**config.mk**
```make
export PLATFORM = sky130hd
export DESIGN_NAME = featureLoader_flat
export DESIGN_NICKNAME = d
export VERILOG_FILES = /design/src/nnFixedPkg.sv /design/src/nnLayerPkg.sv /design/src/featureBus.sv /design/src/featureLoader.sv /design/src/flat_wrapper.sv
export SDC_FILE = /design/constraint.sdc
export NUM_CORES = 1
export LEC_CHECK = 0
export BUFFER_PORTS_ARGS = -buffer_cell sky130_fd_sc_hd__buf_4
export CAP_MARGIN = 0
export CORE_MARGIN = 4
export CORE_UTILIZATION = 30
export CTS_BUF_LIST = sky130_fd_sc_hd__clkbuf_8
export DETAILED_ROUTE_END_ITERATION = 12
export GPL_ROUTABILITY_DRIVEN = 0
export HOLD_SLACK_MARGIN = 0.06
export SYNTH_ARGS = -nofsm -noshare
export SYNTH_HDL_FRONTEND = slang
export SYNTH_SLANG_ARGS = --single-unit
```
**constraint.sdc**
```tcl
create_clock -name clk -period 2.7 [get_ports clk]
set_input_delay 0.675 -clock clk [delete_from_list [all_inputs] [get_ports clk]]
set_output_delay 0.675 -clock clk [all_outputs]
set_load 0.02 [all_outputs]
```
**src/nnFixedPkg.sv**
```systemverilog
package nnFixedPkg;

	// Activations, weights and biases share the Q8.8 format.
	localparam int FracBits = 8;
	localparam int ActWidth = 16;
	localparam int AccWidth = 32;

	typedef logic signed [ActWidth-1:0] activation_t;
	typedef logic signed [ActWidth-1:0] weight_t;
	typedef logic signed [AccWidth-1:0] acc_t;

	// Largest positive activation; the rectifier clamps to this.
	localparam acc_t ActMax = acc_t'(32767);

endpackage
```
**src/nnLayerPkg.sv**
```systemverilog
package nnLayerPkg;

	localparam int NumInputs = 15;
	localparam int NumNeurons = 8;

	typedef logic [3:0] inputIndex_t;
	typedef logic [2:0] neuronIndex_t;

	// One row per neuron, one column per input, Q8.8.
	localparam nnFixedPkg::weight_t Weights [NumNeurons][NumInputs] = '{
		'{16'sd96, -16'sd45, 16'sd210, -16'sd12, 16'sd64, -16'sd180, 16'sd33, 16'sd150,
			-16'sd77, 16'sd20, -16'sd256, 16'sd128, 16'sd5, -16'sd90, 16'sd240},
		'{-16'sd130, 16'sd88, -16'sd14, 16'sd200, -16'sd66, 16'sd42, -16'sd250, 16'sd9,
			16'sd175, -16'sd31, 16'sd60, -16'sd118, 16'sd222, -16'sd3, 16'sd71},
		'{16'sd300, 16'sd17, -16'sd205, 16'sd58, 16'sd141, -16'sd26, 16'sd99, -16'sd164,
			16'sd2, 16'sd230, -16'sd47, 16'sd81, -16'sd199, 16'sd123, -16'sd8},
		'{-16'sd22, -16'sd140, 16'sd76, -16'sd288, 16'sd13, 16'sd190, -16'sd55, 16'sd36,
			-16'sd212, 16'sd104, 16'sd167, -16'sd73, 16'sd40, 16'sd259, -16'sd117},
		'{16'sd51, 16'sd233, -16'sd98, 16'sd7, -16'sd171, 16'sd84, 16'sd146, -16'sd239,
			16'sd62, -16'sd18, 16'sd112, 16'sd29, -16'sd154, 16'sd67, 16'sd195},
		'{-16'sd270, 16'sd39, 16'sd158, -16'sd101, 16'sd224, -16'sd63, 16'sd11, 16'sd187,
			-16'sd136, 16'sd95, -16'sd41, 16'sd248, -16'sd27, -16'sd83, 16'sd16},
		'{16'sd144, -16'sd208, 16'sd25, 16'sd172, -16'sd4, -16'sd126, 16'sd263, -16'sd59,
			16'sd110, -16'sd193, 16'sd48, 16'sd0, 16'sd137, -16'sd245, 16'sd86},
		'{-16'sd69, 16'sd121, 16'sd277, -16'sd160, 16'sd93, 16'sd15, -16'sd108, 16'sd201,
			16'sd34, 16'sd160, -16'sd226, 16'sd57, 16'sd183, 16'sd44, -16'sd134}
	};

	// Per-neuron bias, Q8.8.
	localparam nnFixedPkg::weight_t Biases [NumNeurons] = '{
		16'sd128, -16'sd64, 16'sd512, -16'sd300, 16'sd0, 16'sd256, -16'sd32, 16'sd700
	};

endpackage

```
**src/featureBus.sv**
```systemverilog
`timescale 1ns/100ps

interface featureBus;
	import nnFixedPkg::*;

	// One-cycle strobe that carries activation to every listener.
	logic feed;
	logic first;
	logic last;
	activation_t activation;

	modport loader (
		output feed,
		output first,
		output last,
		output activation
	);

	modport listener (
		input feed,
		input first,
		input last,
		input activation
	);

endinterface

```
**src/featureLoader.sv**
```systemverilog
`timescale 1ns/100ps

module featureLoader (
	input logic clk,
	input logic reset,
	input logic inReq,
	input nnFixedPkg::activation_t inData,
	output logic inAck,
	input logic bufferFree,
	featureBus.loader bus
);
	import nnLayerPkg::*;

	localparam inputIndex_t LastInput = inputIndex_t'(NumInputs - 1);

	typedef enum logic {
		waitReq,
		waitRelease
	} state_t;

	state_t state;
	inputIndex_t count;
	logic canFeed;

	// The final input of a vector is held back until the collector has room.
	assign canFeed = inReq && ((count != LastInput) || bufferFree);
	assign inAck = (state == waitRelease);

	always_ff @(posedge clk)
	begin
		if (reset)
		begin
			state <= waitReq;
			count <= '0;
			bus.feed <= 1'b0;
			bus.first <= 1'b0;
			bus.last <= 1'b0;
		end
		else
		begin
			bus.feed <= 1'b0;
			case (state)
				waitReq:
				begin
					if (canFeed)
					begin
						bus.feed <= 1'b1;
						bus.first <= (count == '0);
						bus.last <= (count == LastInput);
						count <= (count == LastInput) ? '0 : count + 1'b1;
						state <= waitRelease;
					end
				end
				waitRelease:
				begin
					if (!inReq)
						state <= waitReq;
				end
				default: state <= waitReq;
			endcase
		end
	end

	always_ff @(posedge clk)
	begin
		if (state == waitReq && canFeed)
			bus.activation <= inData;
	end

endmodule

```
**src/flat_wrapper.sv**
```systemverilog
// flat-port wrapper written by rule: the top's interface ports become plain ports
module featureLoader_flat import nnLayerPkg::*;
  (clk, reset, inReq, inData, inAck, bufferFree, bus_feed, bus_first, bus_last, bus_activation);
  featureBus bus_i ();
  input logic clk;
  input logic reset;
  input logic inReq;
  input nnFixedPkg::activation_t inData;
  output logic inAck;
  input logic bufferFree;
  output wire logic [$bits(bus_i.feed)-1:0] bus_feed;
  output wire logic [$bits(bus_i.first)-1:0] bus_first;
  output wire logic [$bits(bus_i.last)-1:0] bus_last;
  output wire logic [$bits(bus_i.activation)-1:0] bus_activation;
  assign bus_feed = bus_i.feed;
  assign bus_first = bus_i.first;
  assign bus_last = bus_i.last;
  assign bus_activation = bus_i.activation;
  featureLoader u_core (.clk(clk), .reset(reset), .inReq(inReq), .inData(inData), .inAck(inAck), .bufferFree(bufferFree), .bus(bus_i));
endmodule
```
---- Yosys cells after proc, flatten, opt, wreduce, memory -nomap -nowiden ----
Cells that the tools add are included.
cells by class
  $add $sub $neg .......................... 1
  eq/ne operators ......................... 2
  muxes and demuxes ....................... 4
  bitwise logic cells ..................... 1
  reduce and logical (&&, ||, !) cells .... 6
operators with widths
  operator               count
  $add A4 B1 Y4 const B  1
  $eq A4 B4 Y1 const B   1
  $logic_not A4 Y1       1
  $mux W4                1
  $ne A4 B4 Y1 const B   1
  $logic_and A1 B1 Y1    2
  $mux W1                2
  $pmux W1 S2            1
  $reduce_and A2 Y1      1
  $reduce_or A2 Y1       1
  $logic_or A1 B1 Y1     1
  $not A1 Y1             1
storage, ports and cells
  bits in registers ....................... 24
  input bits .............................. 20
  output and inout port bits .............. 20
  logic and storage cells ................. 20

---- Depth between registers and ports, before layout ----
  word-level depth ........................ 5
  mapped depth ............................ 4
  depth with buffers taken out ............ 3

---- Worst setup path before layout ----
Ideal clock, no wire load.
  kind .................................... input port to flip-flop
  start point ............................. input port inReq
  end point ............................... register u_core.bus.activation[0], enable pin
  library setup time ...................... 399 ps
  data arrival time ....................... 1705 ps
  data required time ...................... 2301 ps
  setup slack ............................. 596 ps
  stages .................................. 2
  path buffers ............................ 0
  cell sequence ........................... nand2b_1 -> a21oi_1
on the way
  longest elaborated chain between the ends .. 2
ends and longest elaborated chain
  item                  RTL line             RTL
  start, declared       flat_wrapper.sv:7    input logic inReq;
  $logic_and A1 B1 Y1   featureLoader.sv:26  assign canFeed = inReq && ((count != LastInput) || bufferFree);
  $logic_and A1 B1 Y1   featureLoader.sv:66  if (state == waitReq && canFeed)
  end signal, assigned  featureLoader.sv:67  bus.activation <= inData;
  end, declared         featureBus.sv:16     output activation
Every way passes these cells.
A chain may end at the register's enable or synchronous reset.

---- Worst setup path in the final report ----
  start point ............................. register u_core.state, in the netlist u_core.inAck
  end point ............................... output port inAck
RTL lines
  item                    RTL line             RTL
  start, declared         featureLoader.sv:21  state_t state;
  start signal, assigned  featureLoader.sv:33  state <= waitReq;
  start signal, assigned  featureLoader.sv:51  state <= waitRelease;
  start signal, assigned  featureLoader.sv:57  state <= waitReq;
  end, declared           flat_wrapper.sv:9    output logic inAck;
No word-level cell between the ends.

==> metrics.yaml <==
run_status:
  status: "complete, no violations"
worst_setup_path:
  cp_data_arrival_time_ns: 0.80
  worst-path-buf-inv: 1
  cp.required_ns: 2.03
  max_stage_delay_ns: 0.38
  cp_max_fo: 5
  crit_family: "flip-flops"
  worstSetupPathType: "reg2out"
  crit_path_top_delay_cell: "dfxtp_1"
  cp-start-kind: "flip-flop"
  end_kind: "output port"
  path_cells: "buf_4"
floorplanning:
  die_w_um: 60.9
  initial_utilization: 0.327
  pin_count: 40
  die_area_mm2: 0.00371
  fp-row-count: 18
  design.core.area_mm2: 0.00257
  die_h_um: 60.9
clock_tree:
  clkSlewWorstSetupHoldPaths_ns: 0.07
  cts_resized: 0
  clock_sinks: 24
  clkLatencyLatePin_ns: 0.25
  numCtsBuffers: 3
  cts_setup_buffers: 0
  ctsHoldBuffers: 0
  htreeDepth: 1
  cts-root-buf: "clkbuf_8"
  ctsLongestPathBuffers: 2
  cts_tree: "built"
synth:
  yosys.area.top_type: "edfxtp_1"
  synth-async-reset-ratio: 0
  ys_ff_latch: 24
  ys_seq_area_frac: 0.762
  syn_nets: 78
  synth-edff-count: 16
  synth.distinct_cells: 24
  synth_area_leaders: "edfxtp_1 (57%), dfxtp_1 (19%), a21oi_1 (4.2%), nand2b_1 (1.5%), nor2b_1 (1.5%)"
  yosysWarnings: 0
  syn_area_per_cell_um2: 14.5
  syn_inst: 58
  ys.flop_type: "edfxtp_1"
  synth.top_cell.area_share: 0.571
  netlist_area_um2: 841
power:
  clkPwrFrac: 0.272
  switching_power_mw: 0.150
  internal_power_mw: 0.559
  leakagePower_nw: 0.487
  netSwitchingFraction: 0.211
  vdd_drop_max_mv: 0.294
  power.density_mw_per_mm2: 583
  p_total_mw: 0.708
  pwr-share-seq: 0.597
  p_comb_frac: 0.132
timing:
  worst_slack_ns: 1.23
  max_slew_margin: 0.782
  tns_ns: 0
  slew_viol_final: 0
  timing.hold.ws_ns: 0.481
  max_clock_freq_ghz: 0.680
  hold_viol_final: 0
  min_period_ns: 1.47
  grt_setup_unrepaired: "no"
  clock_skew_ns: 0.00104
  setup_violations: 0
  fin_crit_sh: 0.545
  tightest_slew_ns: 0.326
detailed_routing:
  drt_iter0_markers: 12
  drc: 0
  routedWlPerCell_um: 12.5
  vias_per_cell: 4.67
  drtAntennaViolNets: 0
  drt_wl_total_um: 1610
  dr.pass1.iters: 4
  vias: 602
grt:
  track_usage: 0.0922
  grt_max_degree: 19
  grt_pass1_wl_um: 2460
  grt_pass1_vias: 532
  overflow: 0
  antenna_found_initial: 0
final_layout:
  utilization: 0.473
  design_area_mm2: 0.00121
  syn_to_final_growth_pct: 44.5
  final_nets: 121
  nFillCells: 246
  drive_above_1_share: 0.455
  n_antenna_cell: 0
  stdcell_count: 129
placement:
  post_dp_cell_area_mm2: 0.00117
  dp_cells: 126
  io_buffers: 39
  hpwl_um: 1280
  place_ws_ns: 1.09
run:
  drv_cap: 0
min_path:
  min_path_type: "reg2reg"
## registers in the layout, summed over array words and instances (netlist names)
| name | cells |
|---|---|
| u_core.bus.last | 1 |
| u_core.count | 4 |
| u_core.bus.activation | 16 |
| u_core.bus.first | 1 |
| u_core.inAck | 1 |
| u_core.bus.feed | 1 |
## synthesized netlist by cell type (2+ instances only)
library cell,number
nand2_1,2
nor3_1,2
dfxtp_1,8
nor2b_1,2
a21oi_1,7
nand2b_1,2
or3_1,2
nor2_1,2
edfxtp_1,16
## final timing paths
| path | from | to | slack (ns) | depth (start not counted) |
|---|---|---|---|---|
| worst max-delay path | u_core.inAck$_SDFF_PP0_ | inAck | 1.23 | 1 |
| worst min register to register | u_core.bus.first$_SDFFE_PP0P_ | u_core.bus.first$_SDFFE_PP0P_ | 0.48 | 2 |
| worst min-delay path | u_core.bus.first$_SDFFE_PP0P_ | u_core.bus.first$_SDFFE_PP0P_ | 0.48 | 2 |
| worst max register to register | u_core.count[0]$_SDFFE_PP0P_ | u_core.bus.first$_SDFFE_PP0P_ | 1.32 | 3 |
## per-layer routing
layer | track usage | share of wire
met1 | 0.125 | 0.42
met2 | 0.127 | 0.40
met3 | 0.0426 | 0.18
met4 | 0.0372 | 0
met5 | 0 | 0
## layout make-up
cell class,count,area (um2),area share
sequential,24,641,0.527
timing repair buffer,40,300,0.247
multi-input combinational,32,195,0.161
clock buffer,3,41.3,0.0340
tap,30,37.5,0.0309
## cell families (layout without fill, tap and decap cells)
family	after synthesis	count (layout)	share of synthesized area
flops	24	24	0.762
simple gates	20	20	0.144
compound gates	12	12	0.0833
buf+inv	2	43	0.0104
## power by group through the flow
stage / clock network, mW / logic, mW / registers, mW
finish: 0.192 / 0.0933 / 0.423
global route: 0.227 / 0.101 / 0.425
CTS: 0.202 / 0.0951 / 0.423
detailed placement: 0 / 0.0950 / 0.431
global placement: 0 / 0.0935 / 0.431
floorplan: 0 / 0.0228 / 0.450
## placed cells by master, fill, tap and decap left out
master    instances
and3_1            1
nand2_1           2
a21oi_1           6
a21oi_2           1
nand3b_1          1
dfxtp_1           8
nor3b_1           1
or4_1             1
o31ai_1           1
nor4_1            1
edfxtp_1         16
clkbuf_8          3
o21a_1            1
nor2_1            2
or4b_1            1
buf_4            40
nor3_1            2
nand3_1           1
o21ai_2           1
nand4b_1          1
o21ai_1           1
a31oi_1           1
or3_1             2
nor2b_1           2
nand2b_1          2
Note: power is estimated with default switching activity, not from simulation.
