<file path="src/nnFixedPkg.sv">
package nnFixedPkg;

	// Activations, weights and biases share the Q8.8 format.
	localparam int FracBits = 8;
	localparam int ActWidth = 16;
	localparam int AccWidth = 32;

	typedef logic signed [ActWidth-1:0] activation_t;
	typedef logic signed [ActWidth-1:0] weight_t;
	typedef logic signed [AccWidth-1:0] acc_t;

	// Largest positive activation; the rectifier clamps to this.
	localparam acc_t ActMax = acc_t'(32767);

endpackage
</file>
<file path="src/nnLayerPkg.sv">
package nnLayerPkg;

	localparam int NumInputs = 15;
	localparam int NumNeurons = 8;

	typedef logic [3:0] inputIndex_t;
	typedef logic [2:0] neuronIndex_t;

	// One row per neuron, one column per input, Q8.8.
	localparam nnFixedPkg::weight_t Weights [NumNeurons][NumInputs] = '{
		'{16'sd96, -16'sd45, 16'sd210, -16'sd12, 16'sd64, -16'sd180, 16'sd33, 16'sd150,
			-16'sd77, 16'sd20, -16'sd256, 16'sd128, 16'sd5, -16'sd90, 16'sd240},
		'{-16'sd130, 16'sd88, -16'sd14, 16'sd200, -16'sd66, 16'sd42, -16'sd250, 16'sd9,
			16'sd175, -16'sd31, 16'sd60, -16'sd118, 16'sd222, -16'sd3, 16'sd71},
		'{16'sd300, 16'sd17, -16'sd205, 16'sd58, 16'sd141, -16'sd26, 16'sd99, -16'sd164,
			16'sd2, 16'sd230, -16'sd47, 16'sd81, -16'sd199, 16'sd123, -16'sd8},
		'{-16'sd22, -16'sd140, 16'sd76, -16'sd288, 16'sd13, 16'sd190, -16'sd55, 16'sd36,
			-16'sd212, 16'sd104, 16'sd167, -16'sd73, 16'sd40, 16'sd259, -16'sd117},
		'{16'sd51, 16'sd233, -16'sd98, 16'sd7, -16'sd171, 16'sd84, 16'sd146, -16'sd239,
			16'sd62, -16'sd18, 16'sd112, 16'sd29, -16'sd154, 16'sd67, 16'sd195},
		'{-16'sd270, 16'sd39, 16'sd158, -16'sd101, 16'sd224, -16'sd63, 16'sd11, 16'sd187,
			-16'sd136, 16'sd95, -16'sd41, 16'sd248, -16'sd27, -16'sd83, 16'sd16},
		'{16'sd144, -16'sd208, 16'sd25, 16'sd172, -16'sd4, -16'sd126, 16'sd263, -16'sd59,
			16'sd110, -16'sd193, 16'sd48, 16'sd0, 16'sd137, -16'sd245, 16'sd86},
		'{-16'sd69, 16'sd121, 16'sd277, -16'sd160, 16'sd93, 16'sd15, -16'sd108, 16'sd201,
			16'sd34, 16'sd160, -16'sd226, 16'sd57, 16'sd183, 16'sd44, -16'sd134}
	};

	// Per-neuron bias, Q8.8.
	localparam nnFixedPkg::weight_t Biases [NumNeurons] = '{
		16'sd128, -16'sd64, 16'sd512, -16'sd300, 16'sd0, 16'sd256, -16'sd32, 16'sd700
	};

endpackage

</file>
<file path="src/featureBus.sv">
`timescale 1ns/100ps

interface featureBus;
	import nnFixedPkg::*;

	// One-cycle strobe that carries activation to every listener.
	logic feed;
	logic first;
	logic last;
	activation_t activation;

	modport loader (
		output feed,
		output first,
		output last,
		output activation
	);

	modport listener (
		input feed,
		input first,
		input last,
		input activation
	);

endinterface

</file>
<file path="src/neuron.sv">
`timescale 1ns/100ps

module neuron #(
	parameter int NeuronId = 0
) (
	input logic clk,
	input logic reset,
	featureBus.listener bus,
	output nnFixedPkg::activation_t result
);
	import nnFixedPkg::*;
	import nnLayerPkg::*;

	inputIndex_t index;
	weight_t weight;
	acc_t fullProduct;
	acc_t product;
	acc_t base;
	acc_t sum;
	activation_t clipped;
	acc_t acc;

	assign weight = Weights[NeuronId][index];

	// A single multiplier, shared by all inputs of the vector.
	assign fullProduct = bus.activation * weight;
	assign product = fullProduct >>> FracBits;

	// The first input restarts the sum at the bias.
	assign base = bus.first ? acc_t'(Biases[NeuronId]) : acc;
	assign sum = base + product;

	always_comb
	begin
		if (sum < 0)
			clipped = '0;
		else if (sum > ActMax)
			clipped = activation_t'(ActMax);
		else
			clipped = sum[15:0];
	end

	always_ff @(posedge clk)
	begin
		if (reset)
		begin
			index <= '0;
			acc <= '0;
			result <= '0;
		end
		else if (bus.feed)
		begin
			acc <= sum;
			index <= bus.last ? '0 : index + 1'b1;
			if (bus.last)
				result <= clipped;
		end
	end

endmodule

</file>
<file path="src/flat_wrapper.sv">
// flat-port wrapper written by rule: the top's interface ports become plain ports
module neuron_flat import nnFixedPkg::*; import nnLayerPkg::*;
#(
	parameter int NeuronId = 0
)
  (clk, reset, result, bus_feed, bus_first, bus_last, bus_activation);
  featureBus bus_i ();
  input logic clk;
  input logic reset;
  output nnFixedPkg::activation_t result;
  input wire logic [$bits(bus_i.feed)-1:0] bus_feed;
  input wire logic [$bits(bus_i.first)-1:0] bus_first;
  input wire logic [$bits(bus_i.last)-1:0] bus_last;
  input wire logic [$bits(bus_i.activation)-1:0] bus_activation;
  assign bus_i.feed = bus_feed;
  assign bus_i.first = bus_first;
  assign bus_i.last = bus_last;
  assign bus_i.activation = bus_activation;
  neuron #(.NeuronId(NeuronId)) u_core (.clk(clk), .reset(reset), .bus(bus_i), .result(result));
endmodule
</file>
<file path="config.mk">
export PLATFORM = sky130hd
export DESIGN_NAME = neuron_flat
export DESIGN_NICKNAME = d
export VERILOG_FILES = /design/src/nnFixedPkg.sv /design/src/nnLayerPkg.sv /design/src/featureBus.sv /design/src/neuron.sv /design/src/flat_wrapper.sv
export SDC_FILE = /design/constraint.sdc
export NUM_CORES = 1
export LEC_CHECK = 0
export BUFFER_PORTS_ARGS = -buffer_cell sky130_fd_sc_hd__buf_2
export CAP_MARGIN = 20
export CORE_UTILIZATION = 40
export DETAILED_ROUTE_END_ITERATION = 16
export HOLD_SLACK_MARGIN = 0.12
export PLACE_DENSITY = 0.68
export SLEW_MARGIN = 20
export SYNTH_ARGS = -nofsm -noshare
export SYNTH_HDL_FRONTEND = slang
export SYNTH_SLANG_ARGS = --single-unit
</file>
<file path="constraint.sdc">
create_clock -name clk -period 9.1 [get_ports clk]
set_input_delay 1.365 -clock clk [delete_from_list [all_inputs] [get_ports clk]]
set_output_delay 1.365 -clock clk [all_outputs]
set_load 0.05 [all_outputs]
</file>
After elaboration in Yosys (flattened, before gate mapping)
Memory sizes are Yosys's and may differ from the RTL's.
Index checks and enable logic that the tools add are counted.
Word-level totals
  memories: 1
  memory bits (read-only): 256
  input bits: 21
  register bits after elaboration: 52
Cells by class
  add/sub/neg operators: 2
  order comparisons: 3
  bitwise operators: 1
  multiply operators: 1
  muxes and demuxes: 6
  reductions and logical operators: 1
Memories
  (name not given): words 16, bits a word 16, rd ports 1, clocked after memory_dff 0, write ports 0, RTL line neuron.sv:23  | assign weight = Weights[NeuronId][index];
Operators by type and width (number)
  $mux W16: 4
  $add A32 B24 Y32: 1
  $gt A32 B16 Y1 const B: 1
  $lt A32 B1 Y1 const B: 1
  $mul A16 B16 Y32: 1
  $mux W32: 1
  $ge A5 B5 Y1 const B: 1
  $not A4 Y5: 1
  $add A4 B1 Y4 const B: 1
  $mux W4: 1
  $reduce_and A2 Y1: 1

Depth between registers and ports, before layout
Gate-level depths: netlist (run 1).
  depth in word-level cells: 9
  depth in mapped cells: 45
  depth with buffers taken out: 40

Worst setup path after synthesis (run 1)
OpenSTA, ideal clock, no wires.
  path type: input port to flip-flop
  start point: input bus_activation[15]
  end point: register u_core.result[10]
  data arrival time: 9543 ps
  data required time: 8982 ps
  stages: 37
  setup time: 118 ps
  path buffers: 4
  path slack: -561 ps
  cells stage by stage: clkbuf_1 > inv_1 > nor3_1 > fa_1 > inv_1 > fa_1 > inv_1 > fa_1 > fa_1 > fa_1 > inv_1 > fa_1 > inv_1 > ha_1 > o21a_1 > o21a_1 > a21oi_1 > o31ai_4 > a21oi_1 > nand2_1 > a21boi_0 > nor2_1 > nor3_1 > nor2_1 > ha_1 > buf_2 > and4_1 > buf_2 > a211o_1 > o22a_1 > or3_1 > a221o_1 > a2111oi_4 > nand2_2 > buf_6 > nor3_2 > o21ai_1
On the way
  longest elaborated chain between the ends: 5
RTL lines
  from (decl): RTL line flat_wrapper.sv:14  | input wire logic [$bits(bus_i.activation)-1:0] bus_activation;
  $mul A16 B16 Y32 *: RTL line neuron.sv:26  | assign fullProduct = bus.activation * weight;
  $add A32 B24 Y32 *: RTL line neuron.sv:31  | assign sum = base + product;
  $gt A32 B16 Y1: RTL line neuron.sv:37  | else if (sum > ActMax)
  $mux W16: RTL line neuron.sv:37
  $mux W16 *: RTL line neuron.sv:35  | if (sum < 0)
  to (signal assigned): RTL line neuron.sv:56  | result <= clipped;
  to (decl): RTL line neuron.sv:9  | output nnFixedPkg::activation_t result
Mark *: on every way between the ends. The rest lies on a longest branch, timed or not.
A chain may end at the register's enable or synchronous reset.

Final worst setup path (run 1)
  start point: register u_core.index[0]
  end point: register u_core.result[4]
On the way
  longest elaborated chain between the ends: 9
RTL lines
  from (decl): RTL line neuron.sv:14  | inputIndex_t index;
  from (signal assigned): RTL line neuron.sv:54  | index <= bus.last ? '0 : index + 1'b1;
  $not A4 Y5 (implied by the code) *: RTL line neuron.sv:23
  $mem_v2 Z16 W16 *
  $mux W16 (implied by the code) * (2 in a row): RTL line neuron.sv:23
  $mul A16 B16 Y32 *: RTL line neuron.sv:26
  $add A32 B24 Y32 *: RTL line neuron.sv:31
  $gt A32 B16 Y1: RTL line neuron.sv:37
  $mux W16: RTL line neuron.sv:37
  $mux W16 *: RTL line neuron.sv:35
Mark *: on every way between the ends. The rest lies on a longest branch, timed or not. The select of a mux whose other input is x is not followed.

==> results_dict.tcl, run 1 <==
set metrics [dict create \
    outcome "finished with violations" \
    violations "negative setup slack" \
    grt_usage_pct 22.7 \
    num_antenna_cells 0 \
    start_util_pct 40.9 \
    die_area_mm2 0.0343 \
    worstSkewPairLatency_ps 300 \
    async_flop_share_pct 0 \
    worst-path-max-fanout 7 \
    syn_to_final_growth_pct 31.0 \
    finalCriticalPeriod_ps 9510 \
    htree_levels 2 \
    most-common-layout-cells "buf_4 (288), inv_1 (257), fa_1 (238)" \
    fin_crit_sh_pct 105 \
    row_count 66 \
    die_y_um 185 \
    syn_nets 1898 \
    worst_slew_pin_slew_ps 822 \
    timing.slew.headroom_pct 45.2 \
    ctsHoldBuffers 0 \
    crit_top_cell "buf_4" \
    drt_iter0_drc 641 \
    synth_seq_cells 52 \
    synth_ff_type "dfxtp_1" \
    hold_viol 0 \
    clockRootBuffer "clkbuf_16" \
    clock_path_buffers 2 \
    crit-reg2reg-launch "u_core.index[0]" \
    critPathSlowestCell "fa_2" \
    synth_area_mm2 0.0134 \
    crit_path_start_kind "register" \
    finalMaxSlewViolations 0 \
    path_class "reg -> reg" \
    synth_cell_types 79 \
    timing.fmax_mhz 105 \
    cts_sinks 52 \
    clock_skew_ps 7.23 \
    ant_nets 0 \
    critPathBufInv 17 \
    drcViolationCount 0 \
    path_delay_family "adder cells" \
    timing.rr.end "u_core.result[4]" \
    portBuffers 36 \
    wl_um 37500 \
    drv_cap 0 \
    cp_data_arrival_time_ps 9700 \
    cp-startpoint "u_core.index[0]" \
    synth_edf_count 0 \
    critPathRequiredTime_ps 9290 \
    cts_tree "built" \
    core_area_mm2 0.0328 \
    grt_pass1_vias 12529 \
    avgSynthCellArea_um2 8.88 \
    crit_end "u_core.result[4]" \
    ys_seq_area_share_pct 7.76 \
    layout_commonest_cell "buf_4" \
    r2r_cells 42 \
    cts_made_buffers 5 \
    slowest_delay_ps 630 \
    hp-class "reg -> reg" \
    setup_viol 16 \
    drive_gt1_share_pct 30.0 \
    synth_cells 1510 \
    grt_max_degree 42 \
    reg2reg_setup_slack_ps -410 \
    fin_ws_ps -410 \
    place.gp.congestion 0.920 \
    vias 11616 \
    first_pass_iters 5 \
    via_per_inst 5.15 \
    final_util_pct 53.6 \
    cp-end-kind "register" \
    clkTransAtPathRegs_ps 80 \
    antenna_found_initial 0 \
    grt_setup_unrepaired "yes" \
    crit_cells 42 \
    wl_per_cell_um 16.6 \
    yosys_warnings 0 \
    num_io_pins 37 \
    hold_start "u_core.result[3]" \
    grt_pass1_wl_um 61300 \
    die_x_um 185 \
    nets 2201 \
    hpwl_um 29700 \
    overflow 0 \
]
[per-stage QoR]
| stage | area, µm² | setup slack, ps | TNS [ps] | std cells | hold WS [ps] |
|---|---|---|---|---|---|
| 3_3_place_gp | 16200 | -508 | -7610 | 2203 | 436 |
| 3_5_place_dp | 16200 | -591 | -9310 | 2203 | 438 |
| 2_1_floorplan | 13600 | 13.7 | 0 | 1510 | 432 |
| 4_1_cts | 17200 | -229 | -3150 | 2240 | 456 |
| 6_report | 17600 | -410 | -5960 | 2256 | 453 |
| 5_1_grt | 17600 | -758 | -12030 | 2256 | 483 |
[state kept, by name, indices dropped and copies added (netlist names)]
signal	cells
u_core.result	16
u_core.index	4
u_core.acc	32
[worst register-to-register path, delay by kind of cell, from the launching register on]
family                   cells  cell delay (ps)
AND/OR/NAND/NOR              7              830
flip-flops                   1              330
XOR/XNOR                     1              200
adder cells (fa/ha/maj)      9             3800
multiplexers                 1              600
AO/OA/AOI/OAI                7             1700
buffers and inverters       17             1940
[cells by family after synthesis]
kind of cell / count (synthesis) / share of synthesized area, %
AND/OR/NAND/NOR: 451 / 17.5
adder cells (fa/ha/maj): 367 / 48.0
buffers and inverters: 342 / 9.79
AO/OA/AOI/OAI: 222 / 11.4
flip-flops: 52 / 7.76
XOR/XNOR: 49 / 3.30
multiplexers: 27 / 2.22
[repair_timing]
action,4_1_cts,5_1_grt
gates resized for setup,117,66
pin swaps,79,65
setup buffers,24,18
endpoints found under the setup margin,18,24
gates cloned,5,1
[Yosys cell counts, types with 10 or more instances]
cell | n | area (µm²)
a211oi_1 | 17 | 128
a21o_1 | 21 | 158
a21oi_1 | 54 | 270
and2_1 | 83 | 519
clkbuf_1 | 45 | 169
dfxtp_1 | 52 | 1040
fa_1 | 246 | 4920
ha_1 | 121 | 1510
inv_1 | 281 | 1050
mux2i_1 | 23 | 230
nand2_1 | 109 | 409
nand2b_1 | 11 | 68.8
nand3_1 | 20 | 100
nor2_1 | 95 | 357
nor2b_1 | 50 | 313
nor3_1 | 26 | 130
nor3_2 | 10 | 100
o21a_1 | 17 | 128
o21ai_0 | 29 | 145
o21ai_1 | 20 | 100
or3_1 | 10 | 62.6
xnor2_1 | 38 | 333
xor2_1 | 10 | 87.6
[worst min-delay path by stage]
stage,end,slack (ps),cells after the start
finish,u_core.result[3],450,2
global route,u_core.result[6],480,2
CTS,u_core.result[3],460,2
detailed placement,u_core.result[15],440,1
global placement,u_core.result[15],440,1
floorplan,u_core.acc[22],430,2
[per-layer routing]
layer  up-vias  GRT usage (%)  part of all wire (%)
met1      5798           28.1                    40
met3       100           2.28                   4.2
met5         -              0                     0
met2       307           40.5                    52
li1       5411              -                     -
met4         0           8.30                   3.5
[area by class of cell]
type / instances / area [µm²]
clock buffers: 5 / 125
fillers: 2884 / 15200
clock inverters: 3 / 27.5
inverters: 282 / 1060
well taps: 442 / 553
repair buffers: 355 / 2870
multi-input cells: 1117 / 11900
flip-flops and latches: 52 / 1040
Power of run 1 is left out: the tool's default activity adds up to more than one toggle a clock period on the data nets, which glitch-free logic cannot reach.
==> inputs of run 2 (changes only) <==
--- a/config.mk
+++ b/config.mk
@@ -10,7 +10,7 @@
 export CORE_UTILIZATION = 40
 export DETAILED_ROUTE_END_ITERATION = 16
 export HOLD_SLACK_MARGIN = 0.12
-export PLACE_DENSITY = 0.68
+export PLACE_DENSITY_LB_ADDON = 0.3
 export SLEW_MARGIN = 20
 export SYNTH_ARGS = -nofsm -noshare
 export SYNTH_HDL_FRONTEND = slang
==> run 2 against run 1 <==
Count of clock-buffer cells in the layout unchanged. The run still ends with negative setup slack left. Die area did not move. Worst setup slack better by 150 ps. Non-clock buffer count fell by 8. First-iteration DRC count down 18%. Cell area down 1.5%. Register-to-register slack better by 150 ps.
==> results_dict.tcl, run 2 (synthesis gave the netlist of run 1 again) <==
set metrics [dict create \
    largest_register "u_core.acc" \
    final_util_pct 52.8 \
    drt_iter0_drc 524 \
    syn_to_final_growth_pct 29.0 \
    crit_top_cell "fa_1" \
    die_y_um 185 \
    drive_gt1_share_pct 28.1 \
    reg_top3 "u_core.acc (32), u_core.result (16), u_core.index (4)" \
    outcome "finished with violations" \
    portBuffers 36 \
    path_delay_family "adder cells" \
    clock_skew_ps 4.96 \
    clkTransAtPathRegs_ps 80 \
    worst-path-max-fanout 7 \
    grt_usage_pct 21.8 \
    start_util_pct 40.9 \
    routed-wl-met2_um 18800 \
    cp_data_arrival_time_ps 9590 \
    largest_register_ffs 32 \
    timing.fmax_mhz 107 \
    hp-class "reg -> reg" \
    worst_slew_pin_slew_ps 825 \
    cp-end-kind "register" \
    slowest_delay_ps 590 \
    critPathRequiredTime_ps 9330 \
    die_area_mm2 0.0343 \
    hold_viol 0 \
    setup_viol 16 \
    cts_made_buffers 5 \
    crit_path_start_kind "register" \
    met3_length_um 875 \
    m1WireLength_um 15300 \
    layout_commonest_cell "buf_4" \
    die_x_um 185 \
    violations "negative setup slack" \
    grt_pass1_wl_um 58200 \
    grt_setup_unrepaired "yes" \
    critPathSlowestCell "mux4_2" \
    overflow 0 \
    row_count 66 \
    via_per_inst 5.01 \
    fin_ws_ps -258 \
    fin_crit_sh_pct 103 \
    core_area_mm2 0.0328 \
    drcViolationCount 0 \
    most-common-layout-cells "buf_4 (286), inv_1 (267), fa_1 (243)" \
    nets 2193 \
    worstSkewPairLatency_ps 310 \
    wl_per_cell_um 15.9 \
    highest_layer "met4" \
    finalCriticalPeriod_ps 9360 \
    critPathBufInv 11 \
    grt_pass1_vias 11737 \
    cts_tree "built" \
    grt_max_degree 42 \
    ant_nets 0 \
    vias 11278 \
    num_io_pins 37 \
    clockRootBuffer "clkbuf_16" \
    wl_um 35700 \
    first_pass_iters 5 \
    antenna_found_initial 1 \
    timing.slew.headroom_pct 45.0 \
    htree_levels 2 \
    drv_cap 0 \
    place.gp.congestion 0.904 \
    clock_path_buffers 2 \
    hpwl_um 29700 \
    cts_sinks 52 \
    finalMaxSlewViolations 0 \
    path_class "reg -> reg" \
]
-- run 2: final timing paths --
| path | start | end | slack, ps | cells after the start |
|---|---|---|---|---|
| min | u_core.result[1] | u_core.result[1] | 460 | 2 |
| min reg2reg | u_core.result[1] | u_core.result[1] | 460 | 2 |
| max | u_core.index[0] | u_core.acc[31] | -260 | 38 |
| max reg2reg | u_core.index[0] | u_core.acc[31] | -260 | 38 |
-- run 2: stage by stage --
step	hold slack [ps]	cell area, µm²	instances	setup WS (ps)	TNS [ps]
CTS	456	16900	2235	-236	-3210
global placement	436	16200	2207	-525	-8280
finish	455	17300	2249	-258	-3890
floorplan	432	13600	1510	13.7	0
detailed placement	442	16200	2207	-582	-8820
global route	477	17300	2249	-580	-9340
-- run 2: repair_timing --
| action | in CTS | in global routing |
|---|---|---|
| resized for setup | 71 | 68 |
| buffers inserted | 17 | 15 |
| endpoints found under the setup margin | 18 | 25 |
| cloned | 3 | 1 |
| hold endpoints to repair | 0 | 0 |
| pin swaps | 36 | 55 |
| hold buffers | 0 | 0 |
-- run 2: area by class of cell --
cell class	count	area [µm²]
multi-input combinational	1117	11800
fill	3035	15500
timing repair buffer	347	2700
clock buffer	5	125
clock inverter	3	33.8
sequential	52	1050
tap	442	553
inverter	282	1060
antenna	1	2.50
-- run 2: worst min-delay path, delay by kind of cell, from the launching register on --
family	cells	cell delay (ps)
AO/OA/AOI/OAI	1	50
flip-flops	1	310
AND/OR/NAND/NOR	1	50
-- run 2: metal layers --
layer | up-vias | track usage [%]
met3 | 48 | 1.79
met5 | - | 0
met4 | 0 | 5.06
met1 | 5675 | 27.6
li1 | 5398 | -
met2 | 157 | 39.9
Power of run 2 is left out for the same reason.
==> inputs of run 3 (changes only) <==
--- a/config.mk
+++ b/config.mk
@@ -11,6 +11,7 @@
 export DETAILED_ROUTE_END_ITERATION = 16
 export HOLD_SLACK_MARGIN = 0.12
 export PLACE_DENSITY_LB_ADDON = 0.3
+export SKIP_CTS_REPAIR_TIMING = 1
 export SLEW_MARGIN = 20
 export SYNTH_ARGS = -nofsm -noshare
 export SYNTH_HDL_FRONTEND = slang
==> run 3 against run 2 <==
Critical endpoint is now u_core.result[3]. Fmax shrank 0.56%. Cell area shrank 0.37%. Routed wire length shrank 0.81%. Critical path depth is the same. The run still ends with negative setup slack left. Count of clock-buffer cells in the layout is the same. Non-clock buffer count shrank 4. Worst hold slack gained 1.1 ps.
==> results_dict.tcl, run 3 (synthesis gave the netlist of run 1 again) <==
set metrics [dict create \
    outcome "finished with violations" \
    violations "negative setup slack" \
    vias 11192 \
    tns_ps -4380 \
    clockRootBuffer "clkbuf_16" \
    reg_top3 "u_core.acc (32), u_core.result (16), u_core.index (4)" \
    timing.slew.headroom_pct 47.7 \
    start_util_pct 40.9 \
    most-common-layout-cells "buf_4 (285), inv_1 (265), fa_1 (239)" \
    crit_path_start_kind "register" \
    nFillCells 3035 \
    die_y_um 185 \
    cp_data_arrival_time_ps 9620 \
    grt_usage_pct 21.1 \
    fin_ws_ps -311 \
    slowest_delay_ps 610 \
    wl_um 35400 \
    die_area_mm2 0.0343 \
    worst-path-max-fanout 8 \
    num_antenna_cells 0 \
    die_x_um 185 \
    place_ws_ps -582 \
    nets 2189 \
    finalMaxSlewViolations 0 \
    reg2reg_setup_slack_ps -310 \
    critPathSlowestCell "mux4_2" \
    min_path_cells 2 \
    hpwl_um 29700 \
    drt_iter0_drc 538 \
    fin_crit_sh_pct 103 \
    grt_max_degree 41 \
    cp-startpoint "u_core.index[0]" \
    antenna_found_initial 0 \
    place.gp.congestion 0.904 \
    cts_made_buffers 5 \
    first_pass_iters 5 \
    timing.fmax_mhz 106 \
    hp-class "reg -> reg" \
    largest_register "u_core.acc" \
    layout_commonest_cell "buf_4" \
    crit-reg2reg-launch "u_core.index[0]" \
    drcViolationCount 0 \
    syn_to_final_growth_pct 28.5 \
    grt_pass1_wl_um 56600 \
    clock_path_buffers 2 \
    grt_pass1_vias 11452 \
    drive_gt1_share_pct 27.2 \
    htree_levels 2 \
    num_io_pins 37 \
    worstSkewPairLatency_ps 310 \
    portBuffers 36 \
    hold_start "u_core.acc[22]" \
    cp-end-kind "register" \
    setup_viol 16 \
    row_count 66 \
    worst_slew_pin_slew_ps 785 \
    drv_cap 0 \
    cts_tree "built" \
    clkTransAtPathRegs_ps 80 \
    cts_sinks 52 \
    place_area_mm2 0.0162 \
    via_per_inst 4.99 \
    largest_register_ffs 32 \
    critPathRequiredTime_ps 9310 \
    clock_skew_ps 6.96 \
    r2r_cells 38 \
    hold_viol 0 \
    core_area_mm2 0.0328 \
    design_area_mm2 0.0172 \
    finalCriticalPeriod_ps 9410 \
    wl_per_cell_um 15.8 \
    path_class "reg -> reg" \
    ant_nets 0 \
    overflow 0 \
    grt_setup_unrepaired "yes" \
]
-- run 3: changes by cell type in the layout (fill, tap and decap cells not counted), moves of 4 or more --
cell / change
o21ai_1: -4
ha_1: +5
fa_1: -4
nand2_2: -5
a21oi_2: -4
fa_2: +4
a21oi_1: +4
nor3_2: -4
-- run 3: final timing paths --
check,end
worst max-delay path,u_core.result[3]
worst min-delay path,u_core.acc[22]
worst max register to register,u_core.result[3]
worst min register to register,u_core.acc[22]
-- run 3: final cells by class --
| type | count | area [µm²] | area share, % |
|---|---|---|---|
| flip-flops and latches | 52 | 1050 | 6.08 |
| inverters | 282 | 1070 | 6.22 |
| multi-input cells | 1117 | 11700 | 67.9 |
| clock inverters | 3 | 33.8 | 0.196 |
| repair buffers | 343 | 2700 | 15.7 |
| well taps | 442 | 553 | 3.21 |
| clock buffers | 5 | 125 | 0.726 |
-- run 3: metal layers --
metal | vias to the layer above | track usage [%] | wire length, µm
li1 | 5396 | - | -
met1 | 5603 | 26.7 | 15100
met2 | 149 | 38.8 | 18600
met3 | 44 | 1.77 | 1050
met4 | 0 | 4.79 | 671
met5 | - | 0 | 0
-- run 3: metrics by stage --
step / instances / hold WS [ps] / utilization, %
6_report: 2244 / 456 / 52.6
2_1_floorplan: 1510 / 432 / -
3_5_place_dp: 2207 / 442 / 49.5
3_3_place_gp: 2207 / 436 / 49.5
5_1_grt: 2244 / 485 / 52.6
4_1_cts: 2215 / 456 / 50.0
-- run 3: critical path, delay by kind of cell, from the launching register on --
family	cells	cell delay, ps
fa+ha+maj	9	3880
compound gates	9	2040
simple gates	9	1310
buf+inv	9	880
mux	1	610
flops	1	370
xor+xnor	1	190
Power of run 3 is left out for the same reason.
